--- config.mk ---
export PLATFORM = sky130hd
export DESIGN_NAME = interlock_pipeline
export DESIGN_NICKNAME = d
export VERILOG_FILES = /design/src/source/pipe_pkg.sv /design/src/source/interlock_pipeline.sv /design/src/source/register_writeback.sv /design/src/source/memory_stage.sv /design/src/source/execute_unit.sv /design/src/source/hazard_detector.sv /design/src/source/issue_decode.sv
export VERILOG_INCLUDE_DIRS = /design/src /design/src/source
export SDC_FILE = /design/constraint.sdc
export NUM_CORES = 2
export LEC_CHECK = 0
export BUFFER_PORTS_ARGS = -buffer_cell sky130_fd_sc_hd__buf_2
export CORE_MARGIN = 4
export CORE_UTILIZATION = 45
export DETAILED_ROUTE_END_ITERATION = 16
export PLACE_DENSITY = 0.71
export SYNTH_ARGS = -nofsm -noshare
export SYNTH_HDL_FRONTEND = slang
export SYNTH_SLANG_ARGS = --single-unit
--- constraint.sdc ---
create_clock -name clk -period 13 [get_ports clk]
set_input_delay 2.6 -clock clk [delete_from_list [all_inputs] [get_ports clk]]
set_output_delay 2.6 -clock clk [all_outputs]
set_load 0.01 [all_outputs]
--- src/source/pipe_settings.svh ---
/*
  Build-time sizes of the pipeline slice. Both instruction forms must total
  PIPE_DATA_WIDTH bits, so PIPE_IMM_WIDTH is tied to the index width.
  PIPE_MUL_CYCLES must be at least 2.
*/
`ifndef PIPE_SETTINGS_SVH
`define PIPE_SETTINGS_SVH

// Register and data path width
`define PIPE_DATA_WIDTH 32

// Architectural registers, entry 0 reads as zero
`define PIPE_REG_COUNT 32
`define PIPE_IDX_WIDTH $clog2(`PIPE_REG_COUNT)

// Cycles from MUL dispatch to a valid result
`define PIPE_MUL_CYCLES 3

// Signed immediate of LI, LOAD and STORE
`define PIPE_IMM_WIDTH 18

`endif
--- src/source/pipe_pkg.sv ---
/*
  Types shared by the pipeline stages. Opcode values above STORE are
  undefined and are decoded as NOP.
*/
`include "pipe_settings.svh"

package pipe_pkg;

  // Opcode sits in the top four bits of every instruction
  typedef enum logic [3:0] {
    NOP   = 4'd0,
    ADD   = 4'd1,
    SUB   = 4'd2,
    AND   = 4'd3,
    OR    = 4'd4,
    XOR   = 4'd5,
    MUL   = 4'd6,
    LI    = 4'd7,
    LOAD  = 4'd8,
    STORE = 4'd9
  } opcode_t;

  // Register form for NOP, ALU ops and MUL
  typedef struct packed {
    opcode_t                                           op;
    logic [`PIPE_IDX_WIDTH-1:0]                        rd;
    logic [`PIPE_IDX_WIDTH-1:0]                        rs1;
    logic [`PIPE_IDX_WIDTH-1:0]                        rs2;
    logic [`PIPE_DATA_WIDTH-4-3*`PIPE_IDX_WIDTH-1:0]   pad;
  } reg_form_t;

  // Immediate form for LI, LOAD and STORE
  // For STORE the rd field names the data source
  typedef struct packed {
    opcode_t                    op;
    logic [`PIPE_IDX_WIDTH-1:0] rd;
    logic [`PIPE_IDX_WIDTH-1:0] rs1;
    logic [`PIPE_IMM_WIDTH-1:0] imm;
  } imm_form_t;

  typedef union packed {
    reg_form_t reg_form;
    imm_form_t imm_form;
  } instr_word_t;

  // Decode stage contents, unused indices are zero
  typedef struct packed {
    opcode_t                     op;
    logic [`PIPE_IDX_WIDTH-1:0]  rd;
    logic [`PIPE_IDX_WIDTH-1:0]  rs1;
    logic [`PIPE_IDX_WIDTH-1:0]  rs2;
    logic [`PIPE_DATA_WIDTH-1:0] val1;
    logic [`PIPE_DATA_WIDTH-1:0] val2;
    logic [`PIPE_DATA_WIDTH-1:0] imm;
  } decoded_op_t;

  // Unit result toward the write port
  typedef struct packed {
    logic                        valid;
    logic [`PIPE_IDX_WIDTH-1:0]  idx;
    logic [`PIPE_DATA_WIDTH-1:0] data;
  } result_t;

  // Occupancy and pending destination of a unit
  typedef struct packed {
    logic                       busy;
    logic [`PIPE_IDX_WIDTH-1:0] dst;
  } unit_status_t;

endpackage

--- src/source/interlock_pipeline.sv ---
/*
  Top of the interlocked pipeline slice. instr must stay stable while stall
  is high. The memory bus allows one outstanding request.
*/
`timescale 1ns/10ps
`include "pipe_settings.svh"

module interlock_pipeline (
  input  logic                        clk,
  input  logic                        reset,
  input  logic                        instr_valid,
  input  pipe_pkg::instr_word_t       instr,
  output logic                        stall,
  output logic                        mem_req,
  output logic                        mem_we,
  output logic [`PIPE_DATA_WIDTH-1:0] mem_addr,
  output logic [`PIPE_DATA_WIDTH-1:0] mem_wdata,
  input  logic                        mem_ack,
  input  logic [`PIPE_DATA_WIDTH-1:0] mem_rdata,
  output logic                        wb_valid,
  output logic [`PIPE_IDX_WIDTH-1:0]  wb_idx,
  output logic [`PIPE_DATA_WIDTH-1:0] wb_data
);
  import pipe_pkg::*;

  logic                        dec_valid;
  decoded_op_t                 dec_op;
  logic [`PIPE_IDX_WIDTH-1:0]  rd_idx1;
  logic [`PIPE_IDX_WIDTH-1:0]  rd_idx2;
  logic [`PIPE_DATA_WIDTH-1:0] rd_data1;
  logic [`PIPE_DATA_WIDTH-1:0] rd_data2;
  logic                        exec_go;
  logic                        mem_go;
  logic                        exec_taken;
  unit_status_t                exec_status;
  unit_status_t                mem_status;
  result_t                     exec_result;
  result_t                     mem_result;

  // Either dispatch pulse empties the decode stage
  issue_decode u_decode (
    .clk         (clk),
    .reset       (reset),
    .instr_valid (instr_valid),
    .instr       (instr),
    .stall       (stall),
    .dispatch    (exec_go | mem_go),
    .rd_data1    (rd_data1),
    .rd_data2    (rd_data2),
    .rd_idx1     (rd_idx1),
    .rd_idx2     (rd_idx2),
    .dec_valid   (dec_valid),
    .dec_op      (dec_op)
  );

  hazard_detector u_hazard (
    .dec_valid   (dec_valid),
    .dec_op      (dec_op),
    .exec_status (exec_status),
    .mem_status  (mem_status),
    .stall       (stall),
    .exec_go     (exec_go),
    .mem_go      (mem_go)
  );

  execute_unit u_exec (
    .clk         (clk),
    .reset       (reset),
    .exec_go     (exec_go),
    .dec_op      (dec_op),
    .exec_taken  (exec_taken),
    .exec_status (exec_status),
    .exec_result (exec_result)
  );

  memory_stage u_mem (
    .clk         (clk),
    .reset       (reset),
    .mem_go      (mem_go),
    .dec_op      (dec_op),
    .mem_ack     (mem_ack),
    .mem_rdata   (mem_rdata),
    .mem_req     (mem_req),
    .mem_we      (mem_we),
    .mem_addr    (mem_addr),
    .mem_wdata   (mem_wdata),
    .mem_status  (mem_status),
    .mem_result  (mem_result)
  );

  register_writeback u_regs (
    .clk         (clk),
    .reset       (reset),
    .rd_idx1     (rd_idx1),
    .rd_idx2     (rd_idx2),
    .exec_result (exec_result),
    .mem_result  (mem_result),
    .rd_data1    (rd_data1),
    .rd_data2    (rd_data2),
    .exec_taken  (exec_taken),
    .wb_valid    (wb_valid),
    .wb_idx      (wb_idx),
    .wb_data     (wb_data)
  );

endmodule

--- src/source/register_writeback.sv ---
/*
  Register file with two combinational read ports and one write port. The
  memory result wins the port; a displaced execute result retries next
  cycle. Writes to register 0 are dropped and never reported.
*/
`timescale 1ns/10ps
`include "pipe_settings.svh"

module register_writeback (
  input  logic                        clk,
  input  logic                        reset,
  input  logic [`PIPE_IDX_WIDTH-1:0]  rd_idx1,
  input  logic [`PIPE_IDX_WIDTH-1:0]  rd_idx2,
  input  pipe_pkg::result_t           exec_result,
  input  pipe_pkg::result_t           mem_result,
  output logic [`PIPE_DATA_WIDTH-1:0] rd_data1,
  output logic [`PIPE_DATA_WIDTH-1:0] rd_data2,
  output logic                        exec_taken,
  output logic                        wb_valid,
  output logic [`PIPE_IDX_WIDTH-1:0]  wb_idx,
  output logic [`PIPE_DATA_WIDTH-1:0] wb_data
);
  import pipe_pkg::*;

  logic [`PIPE_DATA_WIDTH-1:0] regs [`PIPE_REG_COUNT];
  result_t                     sel;

  // Memory first, execute otherwise
  always_comb
  begin
    sel        = mem_result.valid ? mem_result : exec_result;
    // A result to register 0 is still taken so the unit frees up
    exec_taken = exec_result.valid && !mem_result.valid;
    wb_valid   = sel.valid && (sel.idx != '0);
  end

  assign wb_idx  = sel.idx;
  assign wb_data = sel.data;

  // Entry 0 is cleared here and never written, so it reads as zero
  always_ff @(posedge clk)
  begin
    if (reset)
    begin
      for (int i = 0; i < `PIPE_REG_COUNT; i++)
        regs[i] <= '0;
    end
    else if (wb_valid)
      regs[sel.idx] <= sel.data;
  end

  // Reads see the old value during a write to the same register
  assign rd_data1 = regs[rd_idx1];
  assign rd_data2 = regs[rd_idx2];

endmodule

--- src/source/memory_stage.sv ---
/*
  Load and store over a strobe bus with word addresses. One request is
  outstanding at a time, and mem_ack is only sampled from the cycle after
  mem_req. A load result is shown for exactly one cycle.
*/
`timescale 1ns/10ps
`include "pipe_settings.svh"

module memory_stage (
  input  logic                         clk,
  input  logic                         reset,
  input  logic                         mem_go,
  input  pipe_pkg::decoded_op_t        dec_op,
  input  logic                         mem_ack,
  input  logic [`PIPE_DATA_WIDTH-1:0]  mem_rdata,
  output logic                         mem_req,
  output logic                         mem_we,
  output logic [`PIPE_DATA_WIDTH-1:0]  mem_addr,
  output logic [`PIPE_DATA_WIDTH-1:0]  mem_wdata,
  output pipe_pkg::unit_status_t       mem_status,
  output pipe_pkg::result_t            mem_result
);
  import pipe_pkg::*;

  typedef enum logic [1:0] {S_IDLE, S_REQ, S_WAIT, S_DONE} mem_state_t;

  mem_state_t                  state;
  logic                        we_q;
  logic [`PIPE_IDX_WIDTH-1:0]  dst_q;
  logic [`PIPE_DATA_WIDTH-1:0] addr_q;
  logic [`PIPE_DATA_WIDTH-1:0] wdata_q;
  logic [`PIPE_DATA_WIDTH-1:0] rdata_q;

  always_ff @(posedge clk)
  begin
    if (reset)
      state <= S_IDLE;
    else
    begin
      case (state)
        S_IDLE: if (mem_go) state <= S_REQ;
        S_REQ:  state <= S_WAIT;
        // Stores finish at the acknowledge
        S_WAIT: if (mem_ack) state <= we_q ? S_IDLE : S_DONE;
        default: state <= S_IDLE;
      endcase
    end
  end

  always_ff @(posedge clk)
  begin
    if (mem_go)
    begin
      we_q    <= (dec_op.op == STORE);
      dst_q   <= dec_op.rd;
      addr_q  <= dec_op.val1 + dec_op.imm;
      wdata_q <= dec_op.val2;
    end
    if (state == S_WAIT && mem_ack)
      rdata_q <= mem_rdata;
  end

  // Request pulse in the cycle after mem_go
  assign mem_req   = (state == S_REQ);
  assign mem_we    = we_q;
  assign mem_addr  = addr_q;
  assign mem_wdata = wdata_q;

  // A store carries destination 0 and blocks only through busy
  assign mem_status.busy  = (state != S_IDLE);
  assign mem_status.dst   = dst_q;
  assign mem_result.valid = (state == S_DONE);
  assign mem_result.idx   = dst_q;
  assign mem_result.data  = rdata_q;

endmodule

--- src/source/execute_unit.sv ---
/*
  Single-issue execute unit. ALU and LI results are valid the cycle after
  dispatch, MUL after PIPE_MUL_CYCLES cycles. The result is held until the
  write port takes it, and the unit reports busy for that whole time.
*/
`timescale 1ns/10ps
`include "pipe_settings.svh"

module execute_unit (
  input  logic                  clk,
  input  logic                  reset,
  input  logic                  exec_go,
  input  pipe_pkg::decoded_op_t dec_op,
  input  logic                  exec_taken,
  output pipe_pkg::unit_status_t exec_status,
  output pipe_pkg::result_t     exec_result
);
  import pipe_pkg::*;

  localparam int CNT_W = $clog2(`PIPE_MUL_CYCLES + 1);

  logic [`PIPE_DATA_WIDTH-1:0] alu_out;
  logic                        valid_q;
  logic [CNT_W-1:0]            cnt_q;
  logic [`PIPE_IDX_WIDTH-1:0]  dst_q;
  logic [`PIPE_DATA_WIDTH-1:0] data_q;
  logic [`PIPE_DATA_WIDTH-1:0] mul_a;
  logic [`PIPE_DATA_WIDTH-1:0] mul_b;

  // Single-cycle operations
  always_comb
  begin
    case (dec_op.op)
      ADD:     alu_out = dec_op.val1 + dec_op.val2;
      SUB:     alu_out = dec_op.val1 - dec_op.val2;
      AND:     alu_out = dec_op.val1 & dec_op.val2;
      OR:      alu_out = dec_op.val1 | dec_op.val2;
      XOR:     alu_out = dec_op.val1 ^ dec_op.val2;
      LI:      alu_out = dec_op.imm;
      default: alu_out = '0;
    endcase
  end

  // MUL counts down and turns valid as the count leaves 1
  always_ff @(posedge clk)
  begin
    if (reset)
    begin
      valid_q <= 1'b0;
      cnt_q   <= '0;
    end
    else if (exec_go)
    begin
      valid_q <= (dec_op.op != MUL);
      cnt_q   <= (dec_op.op == MUL) ? CNT_W'(`PIPE_MUL_CYCLES - 1) : '0;
    end
    else if (cnt_q != '0)
    begin
      cnt_q <= cnt_q - 1'b1;
      if (cnt_q == CNT_W'(1))
        valid_q <= 1'b1;
    end
    else if (valid_q && exec_taken)
      valid_q <= 1'b0;
  end

  // Operands are captured at dispatch and the product lands at the end
  always_ff @(posedge clk)
  begin
    if (exec_go)
    begin
      dst_q  <= dec_op.rd;
      data_q <= alu_out;
      mul_a  <= dec_op.val1;
      mul_b  <= dec_op.val2;
    end
    else if (cnt_q == CNT_W'(1))
      data_q <= mul_a * mul_b;
  end

  // Busy from dispatch until the result is taken
  assign exec_status.busy  = valid_q || (cnt_q != '0);
  assign exec_status.dst   = dst_q;
  assign exec_result.valid = valid_q;
  assign exec_result.idx   = dst_q;
  assign exec_result.data  = data_q;

endmodule

--- src/source/hazard_detector.sv ---
/*
  Interlock on the decode stage. Covers RAW and WAW against both units and
  busy units; a unit reporting destination 0 never blocks. Purely
  combinational, so stall and the dispatch pulses settle in one cycle.
*/
`timescale 1ns/10ps

module hazard_detector (
  input  logic                   dec_valid,
  input  pipe_pkg::decoded_op_t  dec_op,
  input  pipe_pkg::unit_status_t exec_status,
  input  pipe_pkg::unit_status_t mem_status,
  output logic                   stall,
  output logic                   exec_go,
  output logic                   mem_go
);
  import pipe_pkg::*;

  logic needs_exec;
  logic needs_mem;
  logic exec_conflict;
  logic mem_conflict;
  logic structural;
  logic blocked;

  // Sources give RAW, the destination gives WAW
  function automatic logic touches(decoded_op_t op, unit_status_t st);
    touches = st.busy && (st.dst != '0) &&
              ((op.rs1 == st.dst) || (op.rs2 == st.dst) || (op.rd == st.dst));
  endfunction

  always_comb
  begin
    needs_mem     = (dec_op.op == LOAD) || (dec_op.op == STORE);
    needs_exec    = !needs_mem && (dec_op.op != NOP);
    // Store data source is rs2, so store-use is a plain RAW here
    exec_conflict = touches(dec_op, exec_status);
    mem_conflict  = touches(dec_op, mem_status);
    // Each unit takes one operation at a time
    structural    = (needs_exec && exec_status.busy) || (needs_mem && mem_status.busy);
    blocked       = exec_conflict || mem_conflict || structural;
    stall         = dec_valid && blocked;
    exec_go       = dec_valid && !blocked && needs_exec;
    mem_go        = dec_valid && !blocked && needs_mem;
  end

endmodule

--- src/source/issue_decode.sv ---
/*
  Decode stage holding one instruction. Source operands are read from the
  register file in every cycle the stage is full, so a value written while
  the instruction waits is picked up before dispatch.
*/
`timescale 1ns/10ps
`include "pipe_settings.svh"

module issue_decode (
  input  logic                        clk,
  input  logic                        reset,
  input  logic                        instr_valid,
  input  pipe_pkg::instr_word_t       instr,
  input  logic                        stall,
  input  logic                        dispatch,
  input  logic [`PIPE_DATA_WIDTH-1:0] rd_data1,
  input  logic [`PIPE_DATA_WIDTH-1:0] rd_data2,
  output logic [`PIPE_IDX_WIDTH-1:0]  rd_idx1,
  output logic [`PIPE_IDX_WIDTH-1:0]  rd_idx2,
  output logic                        dec_valid,
  output pipe_pkg::decoded_op_t       dec_op
);
  import pipe_pkg::*;

  logic                        accept;
  opcode_t                     nxt_op;
  logic [`PIPE_IDX_WIDTH-1:0]  nxt_rd;
  logic [`PIPE_IDX_WIDTH-1:0]  nxt_rs1;
  logic [`PIPE_IDX_WIDTH-1:0]  nxt_rs2;
  logic [`PIPE_DATA_WIDTH-1:0] nxt_imm;
  opcode_t                     op_q;
  logic [`PIPE_IDX_WIDTH-1:0]  rd_q;
  logic [`PIPE_IDX_WIDTH-1:0]  rs1_q;
  logic [`PIPE_IDX_WIDTH-1:0]  rs2_q;
  logic [`PIPE_DATA_WIDTH-1:0] imm_q;

  // Stall is only high while the stage is full and blocked
  assign accept = instr_valid && !stall;

  // Field selection follows the form named by the opcode
  always_comb
  begin
    nxt_op  = instr.reg_form.op;
    nxt_rd  = '0;
    nxt_rs1 = '0;
    nxt_rs2 = '0;
    nxt_imm = {{(`PIPE_DATA_WIDTH-`PIPE_IMM_WIDTH){instr.imm_form.imm[`PIPE_IMM_WIDTH-1]}},
               instr.imm_form.imm};
    case (instr.reg_form.op)
      ADD, SUB, AND, OR, XOR, MUL:
      begin
        nxt_rd  = instr.reg_form.rd;
        nxt_rs1 = instr.reg_form.rs1;
        nxt_rs2 = instr.reg_form.rs2;
      end
      LI:
        nxt_rd  = instr.imm_form.rd;
      LOAD:
      begin
        nxt_rd  = instr.imm_form.rd;
        nxt_rs1 = instr.imm_form.rs1;
      end
      // Store data rides on the second read port
      STORE:
      begin
        nxt_rs1 = instr.imm_form.rs1;
        nxt_rs2 = instr.imm_form.rd;
      end
      // NOP and undefined opcodes touch no register
      default:
        nxt_op  = NOP;
    endcase
  end

  // A NOP leaves the stage without a dispatch pulse
  always_ff @(posedge clk)
  begin
    if (reset)
      dec_valid <= 1'b0;
    else if (accept)
      dec_valid <= 1'b1;
    else if (dispatch || op_q == NOP)
      dec_valid <= 1'b0;
  end

  always_ff @(posedge clk)
  begin
    if (accept)
    begin
      op_q  <= nxt_op;
      rd_q  <= nxt_rd;
      rs1_q <= nxt_rs1;
      rs2_q <= nxt_rs2;
      imm_q <= nxt_imm;
    end
  end

  assign rd_idx1 = rs1_q;
  assign rd_idx2 = rs2_q;

  always_comb
  begin
    dec_op.op   = op_q;
    dec_op.rd   = rd_q;
    dec_op.rs1  = rs1_q;
    dec_op.rs2  = rs2_q;
    dec_op.val1 = rd_data1;
    dec_op.val2 = rd_data2;
    dec_op.imm  = imm_q;
  end

endmodule

# After elaboration in Yosys (flattened, before gate mapping)
# Memories as Yosys holds them, arrays and structs flattened. A register that Yosys moved wholly into a read port is not among the register bits.
# Cells that the tools add are included.
# totals
out_inout_bits,105
ram_bits,1024
n_memories,1
inputBits,68
reg_bits,246
word_cells,138
# memory_table
name,depth,word_bits,read_ports,rd_ports_with_merged_regs,wr,line_no,text
u_regs.regs,32,32,2,2,32,register_writeback.sv:25,logic [`PIPE_DATA_WIDTH-1:0] regs [`PIPE_REG_COUNT];
# op_classes
n_mux,29
n_reduce_logical,49
n_addsub,4
n_bitwise,4
mul,1
n_eq_ne,32
# op_table
cell,count
32-bit case mux with 6 select lines,1
32-bit two-way mux,3
32-bit adder,2
38-bit two-way mux,1
32-bit bitwise AND,1
"4-bit by 3-bit == test with 1-bit output, second input constant",8
32-bit by 32-bit multiplier with 32-bit output,1
32-bit bitwise OR,1
32-bit OR reduction,1
32-bit subtractor,1
32-bit bitwise XOR,1
5-bit == test,6
5-bit two-way mux,4
"4-bit by 2-bit == test with 1-bit output, second input constant",4
"4-bit == test, second input constant",4
1-bit logical AND,16
8-bit OR reduction,2
5-bit nonzero test,3
1-bit two-way mux,12
2-bit two-way mux,6
1-bit logical OR,10
5-bit case mux with 2 select lines,1
2-bit nonzero test,5
9-bit OR reduction,1
16 further kinds,24

# Logic depth before layout (Yosys ltp)
# logic_depth
ltp_word,14
mapped_depth,28

# Modules after synthesis
# A second synthesis with hierarchy kept.
# hier_totals
cells_unflattened,7674
hier_area_um2,84273.3
# by_module_without_submodules
mod,cells_each,area_per_inst_um2,instances
register_writeback,4709,54001.8,1
execute_unit,2406,22909.5,1
memory_stage,342,4874.7,1
issue_decode,159,2052.0,1
hazard_detector,57,429.2,1
interlock_pipeline,1,6.3,1

# Worst setup path after synthesis
# Ideal clock, no wire load.
# synth_timing
path_type,flip-flop to flip-flop
startpoint,register u_exec.mul_b[3]
endpoint,register u_exec.data_q[29] (data pin)
synth_period_minus_slack_ns,7.601
path_buffers,2
required_time_ns,12.735
setup_slack_ns,5.399
t_arrival_ns,7.336
stages_incl_launch_ff,27
path_cell_list,edfxtp_1 > clkbuf_1 > clkbuf_1 > and2_1 > fa_1 > inv_1 > fa_1 > fa_1 > fa_1 > inv_1 > fa_1 > inv_1 > fa_1 > inv_1 > fa_1 > fa_1 > ha_1 > a21o_1 > a21o_1 > a221o_1 > a41o_1 > a2111oi_0 > o21ai_0 > o211a_1 > mux2i_1 > a21oi_1 > or3_1
# synth_between
elab_chain_cells,3
# synth_lines
item,line_no,text
start: declaration,execute_unit.sv:28,logic [`PIPE_DATA_WIDTH-1:0] mul_b;
start signal: assignment,execute_unit.sv:75,mul_b <= dec_op.val2;
32-bit by 32-bit multiplier with 32-bit output,execute_unit.sv:78,data_q <= mul_a * mul_b;
32-bit two-way mux,execute_unit.sv:77,else if (cnt_q == CNT_W'(1))
32-bit two-way mux,execute_unit.sv:70,if (exec_go)
end signal: assignment,execute_unit.sv:73,data_q <= alu_out;
end signal: assignment,execute_unit.sv:78,
end: declaration,execute_unit.sv:26,logic [`PIPE_DATA_WIDTH-1:0] data_q;
# No other way between the ends. The select of a mux whose other input is x is not followed.
# A chain may end at the register's enable or synchronous reset.

# Final worst setup path
# layout_timing
startpoint,register u_exec.mul_b[2]
endpoint,register u_exec.data_q[29] (data pin)
# Same word-level chain as after synthesis.

==> out/qor.csv <==
metric,value,unit
ys_types,100,
path_common_cell,fa_1,
cap_violations,0,
crit_chain,"and2_1, fa_1, inv_1, fa_1, fa_1, fa_1, inv_1, fa_1, inv_1, fa_1, inv_1, fa_1, fa_1, ha_1, a21o_1, a21o_1, a221o_1, a41o_1, a2111oi_0, o21ai_0, o211a_1, mux2i_1, a21oi_1, or3_1",
area_delta_synth_final,9.876,%
antenna_left,0,
post-route-period-util,0.6762,
grt_use_total,0.2952,
hold_class,reg -> reg,
pin_count,173,
gr-total-overflow,0,
avgViaCountPerCell,6.459,
rsz0062_at_grt,no,
post_cts_buffers,0,
seqCellArea,0.03831,sq mm
critPathMaxFanout,30,
hold_viol_final,0,
fill_cells,15200,
antenna_found_initial,7,
htreeDepth,4,
relSlewSlack,0.07463,
clock_skew,0.03120,ns
multi_input_area,0.04093,sq mm
cts_tree,done,
layout.nets,7202,
min_path_cells,0,
vias,57790,
root_buffer,clkbuf_16,
io_buffers,172,
drt_first_pass_iters,6,
first_global_vias,58580,
async_flop_share,0,
drc,0,
crit_arrival,9.33,ns
die_w,435.9,um
clock.fmax,0.1138,GHz
numClockSinks,1280,
setup_tns,0,ns
cp-end-kind,flip-flop,
final_common_cell,edfxtp_1,
clkTransAtPathRegs,0.07,ns
synth_area,0.08238,sq mm
mostFrequentLayoutCells,"1264 x edfxtp_1, 1073 x nor2_1, 502 x inv_1, 461 x mux4_2, 410 x fa_1",
drive_gt1_frac,0.1761,
ys.flop_type,edfxtp_1,
start_util,0.4543,
clkLatencyLatePin,0.80,ns
ys_seq_elements,1280,
fin_crit,8.791,ns
hpwlAfterDp,180600,um
cts_buffers,130,
yosysSeqAreaShare,0.4647,
wl_per_cell,31.80,um
fp-row-count,156,
synth_cells,6497,
required,13.54,ns
crit_path_max_incr_delay,0.81,ns
max_slew.worst_pin.slew,1.349,ns
grt_max_degree,106,
critPathKind,reg -> reg,
outcome,completed,
postRouteWirelength,284500,um
placed_area,0.08599,sq mm
yosysWarningCount,0,
stdcell_area,0.09051,sq mm
grt_pass1_wl,407100,um
synth-edff-count,1264,
slowest_stage,a2111oi_0,
clockBufferDepth,3,
cts_hold_buf,0,
synth_area_per_cell,12.68,sq um
gp_congestion,0.9347,
dieArea,0.1900,sq mm
worstSetupStartpointType,flip-flop,
slew_violations,0,
die_height,435.9,um
core,0.1813,sq mm
finalSetupViolations,0,
post_cts_resized,0,
r2r_cells,24,
drt_iter0_drc,8528,
## state kept, by name, indices dropped and copies added, names as in the netlist, 2 cells and up, named ones only
register          flops
u_decode.imm_q       18
u_decode.rd_idx1      5
u_decode.rd_q         5
u_exec.dst_q          5
u_mem.rdata_q        32
u_exec.mul_b         32
u_mem.state           2
u_mem.mem_addr       32
u_exec.cnt_q          2
u_exec.mul_a         32
u_mem.mem_wdata      32
u_regs.regs        1024
u_decode.rd_idx2      5
u_decode.op_q         4
u_mem.dst_q           5
u_exec.data_q        32
## per-stage QoR
stage               setup WS, ns  utilization  std cells  hold WS (ns)
detailed placement         4.244       0.4742       8710        0.5489
global route               3.832       0.4991       8944        0.5830
global placement           4.345       0.4742       8710        0.5370
finish                     4.209       0.4992       8947        0.5594
CTS                        4.196       0.4991       8944        0.5616
floorplan                  5.399            -       6528        0.4816
## logic make-up (layout without fill, tap and decap cells)
kind of cell | Yosys count | after routing | share of synthesized area
DFF | 1280 | 1280 | 0.4647
other | 1 | 35 | 0.00004552
AOI/OAI and AO/OA | 550 | 550 | 0.04549
and+or+nand+nor | 2044 | 2044 | 0.1116
adders and majority gates | 662 | 662 | 0.1379
buffers and inverters | 992 | 1038 | 0.04857
xor gates and xnor gates | 197 | 197 | 0.02111
muxes | 771 | 771 | 0.1706
## final timing paths
path	endpoint	start	slack [ns]
min	u_mem.dst_q[3]	u_decode.rd_q[3]	0.56
max	u_exec.data_q[29]	u_exec.mul_b[2]	4.21
min reg2reg	u_mem.dst_q[3]	u_decode.rd_q[3]	0.56
max reg2reg	u_exec.data_q[29]	u_exec.mul_b[2]	4.21
## critical path, delay by kind of cell, from the launching register on
kind	cells	cell delay, ns
adders and majority gates	9	4.39
AOI/OAI and AO/OA	8	2.27
DFF	1	0.78
and+or+nand+nor	2	0.68
buffers and inverters	4	0.23
muxes	1	0.16
## per-layer routing
layer / wire [um] / vias to the layer above / track usage / share of wire
li1: - / 23080 / - / -
met1: 91050 / 29030 / 0.3413 / 0.32
met2: 134700 / 4463 / 0.4790 / 0.47
met3: 32610 / 1219 / 0.07183 / 0.11
met4: 26130 / 6 / 0.2188 / 0.092
met5: 31 / - / 0 / 0.00011
## synthesized netlist by cell type, types with 11 or more instances
| library cell | n | share of area |
|---|---|---|
| a31oi_1 | 12 | 0.00091 |
| xor2_1 | 54 | 0.0057 |
| a21oi_1 | 126 | 0.0077 |
| nor4_1 | 12 | 0.00091 |
| nor3_1 | 32 | 0.0019 |
| a221oi_1 | 26 | 0.0028 |
| dfxtp_1 | 16 | 0.0039 |
| buf_1 | 42 | 0.0019 |
| a22o_1 | 21 | 0.0022 |
| o22ai_1 | 26 | 0.0020 |
| nand2b_1 | 49 | 0.0037 |
| fa_1 | 410 | 0.10 |
| mux2i_1 | 236 | 0.029 |
| mux4_2 | 461 | 0.13 |
| buf_6 | 17 | 0.0023 |
| xnor2_1 | 142 | 0.015 |
| edfxtp_1 | 1264 | 0.46 |
| or3_1 | 12 | 0.00091 |
| mux2_2 | 42 | 0.0057 |
| and3_1 | 11 | 0.00084 |
| mux4_1 | 30 | 0.0096 |
| buf_2 | 40 | 0.0024 |
| clkbuf_1 | 376 | 0.017 |
| a22oi_1 | 104 | 0.0095 |
| nor2_1 | 1073 | 0.049 |
| o21a_1 | 18 | 0.0016 |
| nand3_1 | 82 | 0.0050 |
| nand2_1 | 362 | 0.016 |
| ha_1 | 252 | 0.038 |
| and2_1 | 331 | 0.025 |
| a211oi_1 | 17 | 0.0015 |
| nor2b_1 | 24 | 0.0018 |
| o21ai_0 | 74 | 0.0045 |
| o211ai_1 | 23 | 0.0021 |
| inv_1 | 503 | 0.023 |
| a21o_1 | 32 | 0.0029 |
## final cells by class
cell class	instances	area share
antenna	3	0.00008294
tap	2370	0.03276
inverter	505	0.02096
clock inverter	81	0.01172
timing repair buffer	299	0.02090
sequential	1280	0.4232
clock buffer	153	0.03817
multi-input combinational	4256	0.4522
Power is not shown: default switching activity piles up to over one toggle a cycle in this logic, so the estimate is an artifact.
